## src/hdl/rob_defines.svh

```systemverilog
`ifndef ROB_DEFINES_SVH
`define ROB_DEFINES_SVH

// buffer geometry
`define ROB_SIZE    16
`define ROB_IDX_W   4

// slots per cycle
`define DISPATCH_W  2
`define COMMIT_W    2
`define WB_PORTS    2

// payload widths
`define PREG_W      6
`define AREG_W      5
`define FTQ_W       4

`endif

```

## src/hdl/robPkg.sv

```systemverilog
`include "rob_defines.svh"

package robPkg;

    typedef logic [`ROB_IDX_W-1:0] robIdxT;

    // dir flips on every lap so two pointers can be aged
    typedef struct packed {
        logic   dir;
        robIdxT idx;
    } robPtrT;

    typedef logic [`ROB_IDX_W:0] robCountT; // 0..ROB_SIZE
    typedef logic [1:0]          slotCountT;

    typedef logic [`PREG_W-1:0] pregT;
    typedef logic [`AREG_W-1:0] aregT;
    typedef logic [`FTQ_W-1:0]  ftqTagT;

    typedef struct packed {
        logic   we;
        aregT   vrd;
        pregT   prd;
        ftqTagT ftqTag;
    } robEntryT;

    typedef struct packed {
        logic [`DISPATCH_W-1:0]     en; // contiguous from slot 0
        robEntryT [`DISPATCH_W-1:0] entry;
    } robDispatchT;

    typedef struct packed {
        logic   en;
        robPtrT ptr;
    } robWbPortT;

    typedef struct packed {
        robWbPortT [`WB_PORTS-1:0] port;
    } robWbT;

    typedef struct packed {
        logic   en;
        robPtrT ptr; // oldest wrong-path entry
    } robRedirectT;

    typedef struct packed {
        logic [`COMMIT_W-1:0]     en;
        slotCountT                num;
        slotCountT                weNum;
        robEntryT [`COMMIT_W-1:0] entry;
    } robCommitT;

    typedef struct packed {
        logic                     active;
        logic                     start;
        logic [`COMMIT_W-1:0]     en;
        slotCountT                num;
        slotCountT                weNum;
        robEntryT [`COMMIT_W-1:0] entry; // newest first
    } robWalkT;

    typedef enum logic {
        walkIdle,
        walkBusy
    } walkStateT;

endpackage

```

## src/hdl/reorderBuffer.sv

```systemverilog
`timescale 1ns/1ps
`include "rob_defines.svh"

module reorderBuffer (
    input  logic                clk,
    input  logic                rstN,
    input  robPkg::robDispatchT dispatch,
    output robPkg::robPtrT      allocPtr,
    output logic                full,
    input  robPkg::robWbT       wb,
    input  robPkg::robRedirectT redirect,
    output robPkg::robCommitT   commit,
    output robPkg::robWalkT     walk
);

    robPkg::robPtrT    head;
    robPkg::robPtrT    tail;
    robPkg::robCountT  validCount;
    robPkg::robCountT  freeCount;
    robPkg::slotCountT dispCount;
    robPkg::slotCountT acceptNum;
    logic              dispAccept;

    logic [`DISPATCH_W-1:0]             wrEn;
    robPkg::robIdxT [`DISPATCH_W-1:0]   wrIdx;
    robPkg::robIdxT [`COMMIT_W-1:0]     commitRdIdx;
    robPkg::robIdxT [`COMMIT_W-1:0]     walkRdIdx;
    robPkg::robIdxT [`COMMIT_W-1:0]     ramRdIdx;
    robPkg::robEntryT [`COMMIT_W-1:0]   ramRdData;

    logic [`COMMIT_W-1:0] readyMask;
    logic [`COMMIT_W-1:0] retireMask;
    logic [`COMMIT_W-1:0] retireWe;
    robPkg::slotCountT    retireNum;
    logic                 walkSel;
    robPkg::robPtrT       tailRewind;
    logic                 rewindEn;

    logic [`COMMIT_W-1:0]             commitEnQ;
    robPkg::slotCountT                commitNumQ;
    robPkg::slotCountT                commitWeNumQ;
    robPkg::robEntryT [`COMMIT_W-1:0] commitEntryQ;

    // occupancy straight from the wrap-tagged pointers
    assign validCount = robPkg::robCountT'(tail - head);
    assign freeCount  = robPkg::robCountT'(`ROB_SIZE) - validCount;

    assign dispCount  = robPkg::slotCountT'($countones(dispatch.en));
    assign full       = freeCount < robPkg::robCountT'(dispCount);
    assign dispAccept = (|dispatch.en) && !full && !walk.active && !redirect.en;
    assign acceptNum  = dispAccept ? dispCount : '0;
    assign allocPtr   = tail;

    always_comb begin
        for (int i = 0; i < `DISPATCH_W; i++) begin
            wrEn[i]  = dispAccept & dispatch.en[i];
            wrIdx[i] = robPkg::robIdxT'(tail.idx + robPkg::robIdxT'(i));
        end
    end

    // walk owns the read ports from the redirect cycle on
    assign walkSel = redirect.en || walk.active;

    always_comb begin
        for (int i = 0; i < `COMMIT_W; i++) begin
            commitRdIdx[i] = robPkg::robIdxT'(head.idx + robPkg::robIdxT'(i));
            ramRdIdx[i]    = walkSel ? walkRdIdx[i] : commitRdIdx[i];
        end
    end

    assign retireMask = walkSel ? '0 : readyMask;
    assign retireNum  = robPkg::slotCountT'($countones(retireMask));

    always_comb begin
        for (int i = 0; i < `COMMIT_W; i++) begin
            retireWe[i] = retireMask[i] & ramRdData[i].we;
        end
    end

    always_ff @(posedge clk) begin
        if (!rstN) begin
            head         <= '0;
            tail         <= '0;
            commitEnQ    <= '0;
            commitNumQ   <= '0;
            commitWeNumQ <= '0;
        end else begin
            head <= robPkg::robPtrT'(head + robPkg::robCountT'(retireNum));
            if (rewindEn) begin
                tail <= tailRewind; // drop the squashed entries
            end else begin
                tail <= robPkg::robPtrT'(tail + robPkg::robCountT'(acceptNum));
            end
            commitEnQ    <= retireMask;
            commitNumQ   <= retireNum;
            commitWeNumQ <= robPkg::slotCountT'($countones(retireWe));
        end
    end

    always_ff @(posedge clk) begin
        commitEntryQ <= ramRdData;
    end

    always_comb begin
        commit.en    = commitEnQ;
        commit.num   = commitNumQ;
        commit.weNum = commitWeNumQ;
        commit.entry = commitEntryQ;
    end

    robEntryRam #(
        .DEPTH   (`ROB_SIZE),
        .RD_PORTS(`COMMIT_W),
        .WR_PORTS(`DISPATCH_W)
    ) i_entryRam (
        .clk   (clk),
        .wrEn  (wrEn),
        .wrIdx (wrIdx),
        .wrData(dispatch.entry),
        .rdIdx (ramRdIdx),
        .rdData(ramRdData)
    );

    robCompletionTracker i_completion (
        .clk      (clk),
        .rstN     (rstN),
        .allocEn  (wrEn),
        .allocIdx (wrIdx),
        .wb       (wb),
        .head     (head.idx),
        .valid    (validCount),
        .readyMask(readyMask)
    );

    robWalkUnit i_walk (
        .clk       (clk),
        .rstN      (rstN),
        .redirect  (redirect),
        .tail      (tail),
        .rdIdx     (walkRdIdx),
        .rdData    (ramRdData),
        .walk      (walk),
        .tailRewind(tailRewind),
        .rewindEn  (rewindEn)
    );

endmodule

```

## src/hdl/robCompletionTracker.sv

```systemverilog
`timescale 1ns/1ps
`include "rob_defines.svh"

module robCompletionTracker (
    input  logic                               clk,
    input  logic                               rstN,
    input  logic [`DISPATCH_W-1:0]             allocEn,
    input  robPkg::robIdxT [`DISPATCH_W-1:0]   allocIdx,
    input  robPkg::robWbT                      wb,
    input  robPkg::robIdxT                     head,
    input  robPkg::robCountT                   valid,
    output logic [`COMMIT_W-1:0]               readyMask
);

    logic [`ROB_SIZE-1:0] done;
    logic [`COMMIT_W-1:0] rawReady;

    always_ff @(posedge clk) begin
        if (!rstN) begin
            done <= '0;
        end else begin
            for (int i = 0; i < `DISPATCH_W; i++) begin
                if (allocEn[i]) begin
                    done[allocIdx[i]] <= 1'b0; // fresh entry
                end
            end
            for (int p = 0; p < `WB_PORTS; p++) begin
                if (wb.port[p].en) begin
                    done[wb.port[p].ptr.idx] <= 1'b1;
                end
            end
        end
    end

    // completion window at the head, only over allocated entries
    always_comb begin
        robPkg::robIdxT idx;
        for (int i = 0; i < `COMMIT_W; i++) begin
            idx = robPkg::robIdxT'(head + robPkg::robIdxT'(i));
            rawReady[i] = done[idx] && (robPkg::robCountT'(i) < valid);
        end
    end

    // an entry may only retire behind older ready ones
    always_comb begin
        logic chain;
        chain = 1'b1;
        for (int i = 0; i < `COMMIT_W; i++) begin
            chain = chain & rawReady[i];
            readyMask[i] = chain;
        end
    end

endmodule

```

## src/hdl/robEntryRam.sv

```systemverilog
`timescale 1ns/1ps
`include "rob_defines.svh"

module robEntryRam #(
    parameter int DEPTH    = `ROB_SIZE,
    parameter int RD_PORTS = `COMMIT_W,
    parameter int WR_PORTS = `DISPATCH_W
) (
    input  logic                              clk,
    input  logic [WR_PORTS-1:0]               wrEn,
    input  robPkg::robIdxT [WR_PORTS-1:0]     wrIdx,
    input  robPkg::robEntryT [WR_PORTS-1:0]   wrData,
    input  robPkg::robIdxT [RD_PORTS-1:0]     rdIdx,
    output robPkg::robEntryT [RD_PORTS-1:0]   rdData
);

    robPkg::robEntryT mem [DEPTH];

    // higher port wins on a shared address
    always_ff @(posedge clk) begin
        for (int w = 0; w < WR_PORTS; w++) begin
            if (wrEn[w]) begin
                mem[wrIdx[w]] <= wrData[w];
            end
        end
    end

    always_comb begin
        for (int r = 0; r < RD_PORTS; r++) begin
            rdData[r] = mem[rdIdx[r]]; // async read
        end
    end

endmodule

```

## src/hdl/robWalkUnit.sv

```systemverilog
`timescale 1ns/1ps
`include "rob_defines.svh"

module robWalkUnit (
    input  logic                               clk,
    input  logic                               rstN,
    input  robPkg::robRedirectT                redirect,
    input  robPkg::robPtrT                     tail,
    output robPkg::robIdxT [`COMMIT_W-1:0]     rdIdx,
    input  robPkg::robEntryT [`COMMIT_W-1:0]   rdData,
    output robPkg::robWalkT                    walk,
    output robPkg::robPtrT                     tailRewind,
    output logic                               rewindEn
);

    robPkg::walkStateT state;
    robPkg::robCountT  remain;    // left after the group on the bus
    robPkg::robIdxT    cursor;    // one above the next entry to walk
    robPkg::robPtrT    rewindPtr;

    robPkg::robCountT  squashCount;
    robPkg::robCountT  groupSrc;
    robPkg::slotCountT groupNum;
    logic [`COMMIT_W-1:0] groupMask;
    logic [`COMMIT_W-1:0] groupWe;
    robPkg::robIdxT    baseIdx;
    logic              advance;

    logic                             activeQ;
    logic                             startQ;
    logic [`COMMIT_W-1:0]             enQ;
    robPkg::slotCountT                numQ;
    robPkg::slotCountT                weNumQ;
    robPkg::robEntryT [`COMMIT_W-1:0] entryQ;

    // includes the redirected entry itself
    assign squashCount = robPkg::robCountT'(tail - redirect.ptr);

    assign groupSrc = (state == robPkg::walkIdle) ? squashCount : remain;
    assign baseIdx  = (state == robPkg::walkIdle) ? tail.idx : cursor;

    always_comb begin
        if (groupSrc > robPkg::robCountT'(`COMMIT_W)) begin
            groupNum = robPkg::slotCountT'(`COMMIT_W);
        end else begin
            groupNum = robPkg::slotCountT'(groupSrc);
        end
        for (int i = 0; i < `COMMIT_W; i++) begin
            groupMask[i] = (i < int'(groupNum));
            groupWe[i]   = groupMask[i] & rdData[i].we;
            rdIdx[i]     = robPkg::robIdxT'(baseIdx - robPkg::robIdxT'(i + 1)); // newest first
        end
    end

    assign advance = ((state == robPkg::walkIdle) && redirect.en) ||
                     ((state == robPkg::walkBusy) && (remain != '0));

    always_ff @(posedge clk) begin
        if (!rstN) begin
            state   <= robPkg::walkIdle;
            remain  <= '0;
            activeQ <= 1'b0;
            startQ  <= 1'b0;
            enQ     <= '0;
            numQ    <= '0;
            weNumQ  <= '0;
        end else begin
            case (state)
                robPkg::walkIdle: begin
                    if (redirect.en) begin
                        state   <= robPkg::walkBusy;
                        activeQ <= 1'b1;
                        startQ  <= 1'b1;
                        enQ     <= groupMask;
                        numQ    <= groupNum;
                        weNumQ  <= robPkg::slotCountT'($countones(groupWe));
                        remain  <= robPkg::robCountT'(squashCount - groupNum);
                    end
                end
                robPkg::walkBusy: begin
                    startQ <= 1'b0;
                    if (remain == '0) begin
                        state   <= robPkg::walkIdle; // last group done
                        activeQ <= 1'b0;
                        enQ     <= '0;
                        numQ    <= '0;
                        weNumQ  <= '0;
                    end else begin
                        enQ    <= groupMask;
                        numQ   <= groupNum;
                        weNumQ <= robPkg::slotCountT'($countones(groupWe));
                        remain <= robPkg::robCountT'(remain - groupNum);
                    end
                end
                default: state <= robPkg::walkIdle;
            endcase
        end
    end

    always_ff @(posedge clk) begin
        if (advance) begin
            entryQ <= rdData;
            cursor <= robPkg::robIdxT'(baseIdx - robPkg::robIdxT'(groupNum));
        end
        if ((state == robPkg::walkIdle) && redirect.en) begin
            rewindPtr <= redirect.ptr;
        end
    end

    always_comb begin
        walk.active = activeQ;
        walk.start  = startQ;
        walk.en     = enQ;
        walk.num    = numQ;
        walk.weNum  = weNumQ;
        walk.entry  = entryQ;
    end

    assign tailRewind = rewindPtr;
    assign rewindEn   = (state == robPkg::walkBusy) && (remain == '0);

endmodule

```

## config.mk

```make
export PLATFORM = sky130hd
export DESIGN_NAME = reorderBuffer
export DESIGN_NICKNAME = d
export VERILOG_FILES = /design/src/hdl/robPkg.sv /design/src/hdl/reorderBuffer.sv /design/src/hdl/robCompletionTracker.sv /design/src/hdl/robEntryRam.sv /design/src/hdl/robWalkUnit.sv
export VERILOG_INCLUDE_DIRS = /design/src /design/src/hdl
export SDC_FILE = /design/constraint.sdc
export NUM_CORES = 1
export LEC_CHECK = 0
export ABC_AREA = 0
export BUFFER_PORTS_ARGS = -buffer_cell sky130_fd_sc_hd__buf_2
export CAP_MARGIN = 10
export CORE_MARGIN = 4
export CORE_UTILIZATION = 49
export DETAILED_ROUTE_END_ITERATION = 10
export PLACE_DENSITY = 0.67
export SLEW_MARGIN = 20
export SYNTH_ARGS = -nofsm -noshare
export SYNTH_HDL_FRONTEND = slang
export SYNTH_SLANG_ARGS = --single-unit
```

## constraint.sdc

```tcl
create_clock -name clk -period 12.45 [get_ports clk]
set_input_delay 0.6225 -clock clk [delete_from_list [all_inputs] [get_ports clk]]
set_output_delay 0.6225 -clock clk [all_outputs]
set_load 0.01 [all_outputs]
```

# Yosys cells after proc, flatten, opt, wreduce, memory -nomap -nowiden
# Memory sizes are Yosys's and may differ from the RTL's.
# Cells that the tools add are included.
# W data, S select, Z words.
[totals]
ff_bits = 119
ramBits = 256
in_bits = 54
out_inout_bits = 84
wordCells = 156
n_memories = 1
[op_classes]
add_sub_neg = 16
n_lt_le_gt_ge = 16
n_eq_ne = 3
muxes = 50
bitwise_logic = 14
n_reduce_logical = 22
[memory_table]
columns = ["name", "words", "word_bits", "rd", "rd_ports_with_merged_regs", "wr", "line", "text"]
rows = [
  ["i_entryRam.mem", 16, 16, 2, 0, 2, "robEntryRam.sv:17", "robPkg::robEntryT mem [DEPTH];"],
]
[ops]
columns = ["cell", "n"]
rows = [
  ["$mux W16", 7],
  ["$and A16 B16 Y16", 2],
  ["$not A16 Y16", 2],
  ["$or A16 B16 Y16", 2],
  ["$lt A4 B5 Y1 const B", 6],
  ["$mux W5", 4],
  ["$mux W2", 9],
  ["$demux W1 S4", 4],
  ["$ge A4 B1 Y1 const B", 4],
  ["$mux W1", 14],
  ["$logic_and A1 B1 Y1", 12],
  ["$mux W4", 3],
  ["$pmux W2 S2", 3],
  ["$add A5 B2 Y5", 2],
  ["$lt A1 B5 Y1 const A", 2],
  ["$pmux W5 S2", 1],
  ["$sub A5 B2 Y5", 2],
  ["$sub A5 B5 Y5", 2],
  ["$add A1 B1 Y2", 4],
  ["$add A4 B1 Y4 const B", 2],
  ["$bmux W1 S4", 2],
  ["$and A1 B1 Y1", 7],
  ["$ne A2 B2 Y1 const B", 3],
  ["$pmux W1 S2", 3],
  ["14 further kinds", 19],
]

# Depth between registers and ports, before layout
[depth]
depth_word = 18
ltp_mapped = 20
depth_no_buf = 16

# Modules after synthesis
# Synthesis repeated with hierarchy kept, for this count alone.
[hier_totals]
hier_cells = 1392
area_unflattened_um2 = 20602.3
[by_module_without_submodules]
columns = ["module", "n_inst", "cells_per_inst", "area_each_um2", "seq_area_each_um2"]
rows = [
  ["robEntryRam", 1, 890, 15014.4, 7687.4],
  ["robWalkUnit", 1, 196, 2432.3, 1491.4],
  ["reorderBuffer", 1, 179, 1926.8, 960.9],
  ["robCompletionTracker", 1, 127, 1228.7, 320.3],
]

# Worst setup path before layout
# Ideal clock, no wire load.
[synth_timing]
path_kind = "register to register"
from = "register allocPtr[0] (netlist name)"
to = "memory i_entryRam.mem[15][0] in the netlist's numbering (enable)"
setup_ps = 430
t_arrival_ps = 4331
required_ps = 12020
slack_ps = 7689
stages_incl_launch_ff = 14
path_buffers = 3
synth_period_minus_slack_ps = 4761
path_cell_list = "dfxtp_1 -> clkbuf_1 -> inv_1 -> ha_1 -> fa_1 -> nand2b_1 -> a21oi_1 -> xnor2_1 -> nor3_1 -> o221ai_4 -> inv_4 -> buf_6 -> buf_2 -> nor4_1"
[synth_rtl]
columns = ["element", "line"]
rows = [
  ["to (decl)", "robEntryRam.sv:17"],
]

==> results.md <==
- The flow ran to the end, and the final reports show no timing, DRC or antenna violations.
- After global routing the overflow that remains totals 0.
- The ratio of cells with drive above 1 in the final layout is 0.278.
- STA classifies the critical path endpoint as a flop.
- The post-CTS repair timing setup buffer count is 0.
- The worst setup path is of the flop to flop kind.
- The clock root buffer master is clkbuf_16.
- The end of the worst register-to-register path is i_walk.weNumQ[0]$_SDFFE_PN0P_.
- At the placement stage, the worst setup path has a slack of 7.23 ns.
- The final-layout setup total negative slack is 0 ns.
- The cts-stage hold buffer count is 0.
- The number of antenna violations at the first check in global routing is 3.
- The worst-case IR drop observed on VDD is 0.217 mV.
- For the pin with the worst max-slew slack, the measured transition is 1.09 ns.
- Setup violations remaining at the end of the flow were counted as 0.
- The post-synth net total is 1975.
- The instance count on the critical path is 15.
- Of the total power, the share spent switching nets is 0.417.
- Setup repair after global routing left no endpoint under its margin.
- The first routing iteration left 1796 violations.
- Entering global routing, the biggest net connects 75 pins.
- Of the total power, combinational logic draws 0.466.
- The mux contribution to synthesized area is 0.210.
- The critical path contains buffers and inverters numbering 2 combined.
- The leakage power of the design is 8.77 nW.
- The maximum level of the CTS H-tree is 2.
- In this run the remaining antenna-violating nets after routing total 0.
- The top-area cell type share of the netlist area is 0.420.
- The congestion estimate from routability-driven global placement came to 0.899.
- The dominant register cell in the synthesized netlist is edfxtp_1.
- The library cells used most frequently in the layout, excluding fill and tap cells, are nand2_1, edfxtp_1, mux2_2.
- Once placement completed, the tool counted placed cells totaling 2493.
- The placed wire-length estimate after detailed placement is 38100 um.
- The final hold violation count is 0.
- The first global-routing pass estimated 94900 um of wire.
- The post-route clock period utilization is 0.421.
- In this run the worst path has a maximum fanout of 50.
- In the post-synthesis netlist, the biggest area contributors are edfxtp_1, mux2_2, dfxtp_1.
- The element type at the critical path start is a flop.
- The layout has 3614 filler cells.
- The signal arrival time at the worst endpoint is 5.69 ns.
- Dividing the detail-routed via count by the number of cells gives 6.20.
- The share of total power dissipated in sequential elements is 0.306.
- The dominant combinational cell family by area after synthesis is multiplexers.
- For this design the total switching power over the nets is 2.26 mW.
- The cell area after synthesis is 21200 um2.
- Measured in cells, the most critical reg-to-reg path has a length of 15.
- Cell internal power was estimated by the tool at 3.16 mW.
- The number of nets in the layout is 2045.
- After the flow finishes, the layout carries non-filler instances totaling 2567.
- The clock tree from TritonCTS is done.
- The routed wire length is 64400 um.
- Row generation in the floorplan step produced 75 rows.
- The fraction of registers with async set or reset after synthesis is 0.
- The synthesized netlist contains 56 unique library cells.
- In this run, CTS created clock tree buffers numbering 42.
- The max-slew violation count came to 0.
- The initial core utilization is 0.500.
- The highest clock rate is 0.191 GHz.
- The worst path in the final design needs a cycle of 5.24 ns, including I/O delays and setup.
- Synthesis handed over a netlist of 1890 instances.
- During placement, the flow inserted port buffers numbering 135.
- The area of the die is 46700 um2.
- The sequential area share after synthesis is 0.493.
- The startpoint of the most critical setup path is i_walk.state$_SDFF_PN0_.
- The core area is 42400 um2.
- After clock tree synthesis, the clock-pin slew on the worst setup and hold paths is 0.06 ns.
- The part of the power in the clock network is 0.228.
- The cell type with the highest occurrence count on the critical path is mux2i_1.
- The register-to-register setup slack is 7.21 ns.
- The DRC violations left is 0.
- On the critical path the largest part of the delay comes from multiplexers.
- In the final routed layout, each cell accounts on average for 25.1 um.
- Compared with the post-synthesis result, the final layout area differs by 12.0%.
- Dividing the synthesized area by the synthesized cell count gives 11.2 um2.
- The worst register-to-register path begins at i_walk.state$_SDFF_PN0_.
- The max-capacitance violation count is 0.
- The synthesized-area fraction occupied by and/or/nand/nor cells is 0.149.
- Walking the worst path, the cells encountered are mux2i_1, ha_1, o21ai_1, xnor2_1, a21oi_4, buf_4, buf_4, mux2i_1, mux2i_1, a21boi_0, ha_1, nand2_1, nor2_1, a21oi_1, nor2_1.
- The number of warnings issued by yosys is 0.
- The via count of the first global-routing pass is 15391.
- The worst hold margin is 0.267 ns.
- The first detailed-routing pass took 9 iterations.
- The number of enable-type register cells in the synthesized netlist is 297.
- The final worst slack is 7.21 ns.
- The number of vias after detailed routing is 15924.
- The post-synthesis xor/xnor area fraction is 0.00950.
- The commonest non-fill, non-tap cell in the layout is nand2_1.
- Counting along the longest clock path gives a buffer depth of 3.
- After synthesis the netlist holds a flip-flop and latch count of 374.
- Of all cell types, the one taking the most synthesized area is edfxtp_1.
- Across the routed clock network, the largest skew measured is 0.0297 ns.
- The worst-skew pair later-pin latency is 0.58 ns.
- In this run the tightest slew margin relative to its limit is 0.270.
- In this run the vertical extent of the chip is 216 um.
- The adder-cell share of the synthesized area is 0.0201.
- The compound-gate portion of the synthesized area is 0.0790.
- The die extent in x is 216 um.
- The total I/O pin count is 138.
- The clock drives 374 sinks.
- On the worst path, the slowest cell contributes a delay of 0.77 ns.
- In the global route stage, overall resource usage came out at 0.268.
- The number of gates resized after CTS was 0.
- Dividing total power by cell area gives a power density of 228 nW/um2.
- In this run the worst hold path is classified as input port to flop.
- The timing endpoint of the critical path is i_walk.weNumQ[0]$_SDFFE_PN0P_.
- Among all stages on the critical path, the largest delay is contributed by mux2i_1.
- STA puts the critical path data required time at 12.90 ns.
==> routing by layer <==
layer  track usage  wire, um  vias up
li1              -         -     7138
met1         0.349     24700     7720
met2         0.442     30500      889
met3        0.0517      6490      173
met4         0.109      2660        4
met5             0        27        -
==> power by group through the flow <==
| stage | Combinational [mW] | Clock (mW) | Sequential (mW) |
|---|---|---|---|
| 2_1_floorplan | 1.62 | 0 | 1.74 |
| 3_3_place_gp | 2.43 | 0 | 1.68 |
| 3_5_place_dp | 2.47 | 0 | 1.69 |
| 4_1_cts | 2.48 | 1.25 | 1.66 |
| 5_1_grt | 2.70 | 1.30 | 1.68 |
| 6_report | 2.52 | 1.23 | 1.66 |
==> state kept, by name (all words and copies together), names as in the netlist, 4 cells and up <==
| register | count |
|---|---|
| head | 5 |
| i_walk.remain | 5 |
| i_entryRam.mem | 256 |
| i_walk.walk | 32 |
| i_completion.done | 16 |
| i_walk.tailRewind | 5 |
| commit | 32 |
| i_walk.cursor | 4 |
| allocPtr | 5 |
==> synthesized netlist by cell type, drive strengths merged, types with 25 or more instances <==
| master | number |
|---|---|
| nand3 | 149 |
| a311oi | 32 |
| clkbuf | 97 |
| ha | 26 |
| edfxtp | 297 |
| nor2b | 30 |
| buf | 59 |
| mux2i | 119 |
| inv | 25 |
| nor2 | 47 |
| mux2 | 259 |
| a211oi | 30 |
| dfxtp | 77 |
| nand2 | 340 |
| and2 | 35 |
| a31oi | 32 |
==> worst min path at each step <==
| stage | start | cells after the start | slack (ns) | end |
|---|---|---|---|---|
| floorplan | i_completion.done[15]$_SDFF_PN0_ | 2 | 0.46 | i_completion.done[15]$_SDFF_PN0_ |
| detailed placement | i_walk.enQ[0]$_SDFFE_PN0P_ | 2 | 0.45 | i_walk.enQ[0]$_SDFFE_PN0P_ |
| global placement | i_walk.numQ[0]$_SDFFE_PN0P_ | 2 | 0.44 | i_walk.numQ[0]$_SDFFE_PN0P_ |
| finish | redirect[3] | 1 | 0.27 | i_walk.tailRewind[3]$_DFFE_PP_ |
| global route | redirect[4] | 1 | 0.27 | i_walk.tailRewind[4]$_DFFE_PP_ |
| CTS | redirect[3] | 1 | 0.25 | i_walk.tailRewind[3]$_DFFE_PP_ |
==> per-stage QoR <==
stage	total power, mW	area (um2)	util
global placement	4.11	22400	0.528
floorplan	3.36	21200	-
global route	5.68	23800	0.560
finish	5.42	23800	0.560
detailed placement	4.16	22400	0.528
CTS	5.40	23800	0.560
==> final cells by class <==
type / count / area (um2) / area share
antenna: 2 / 5.00 / 0.000211
clock buffer: 55 / 1190 / 0.0502
timing repair buffer: 182 / 1030 / 0.0433
multi-input combinational: 1334 / 10100 / 0.425
tap: 577 / 722 / 0.0304
sequential: 374 / 10500 / 0.440
clock inverter: 17 / 159 / 0.00669
inverter: 26 / 100 / 0.00421
==> cells by family (layout without fill, tap and decap cells) <==
group / count (synthesis) / in the layout
adder cells (fa/ha/maj): 31 / 31
multiplexers: 392 / 392
flip-flops: 374 / 374
AO/OA/AOI/OAI: 220 / 220
buffers and inverters: 182 / 280
AND/OR/NAND/NOR: 667 / 667
other: 1 / 3
XOR/XNOR: 23 / 23
Power figures use the tool's default switching activity.
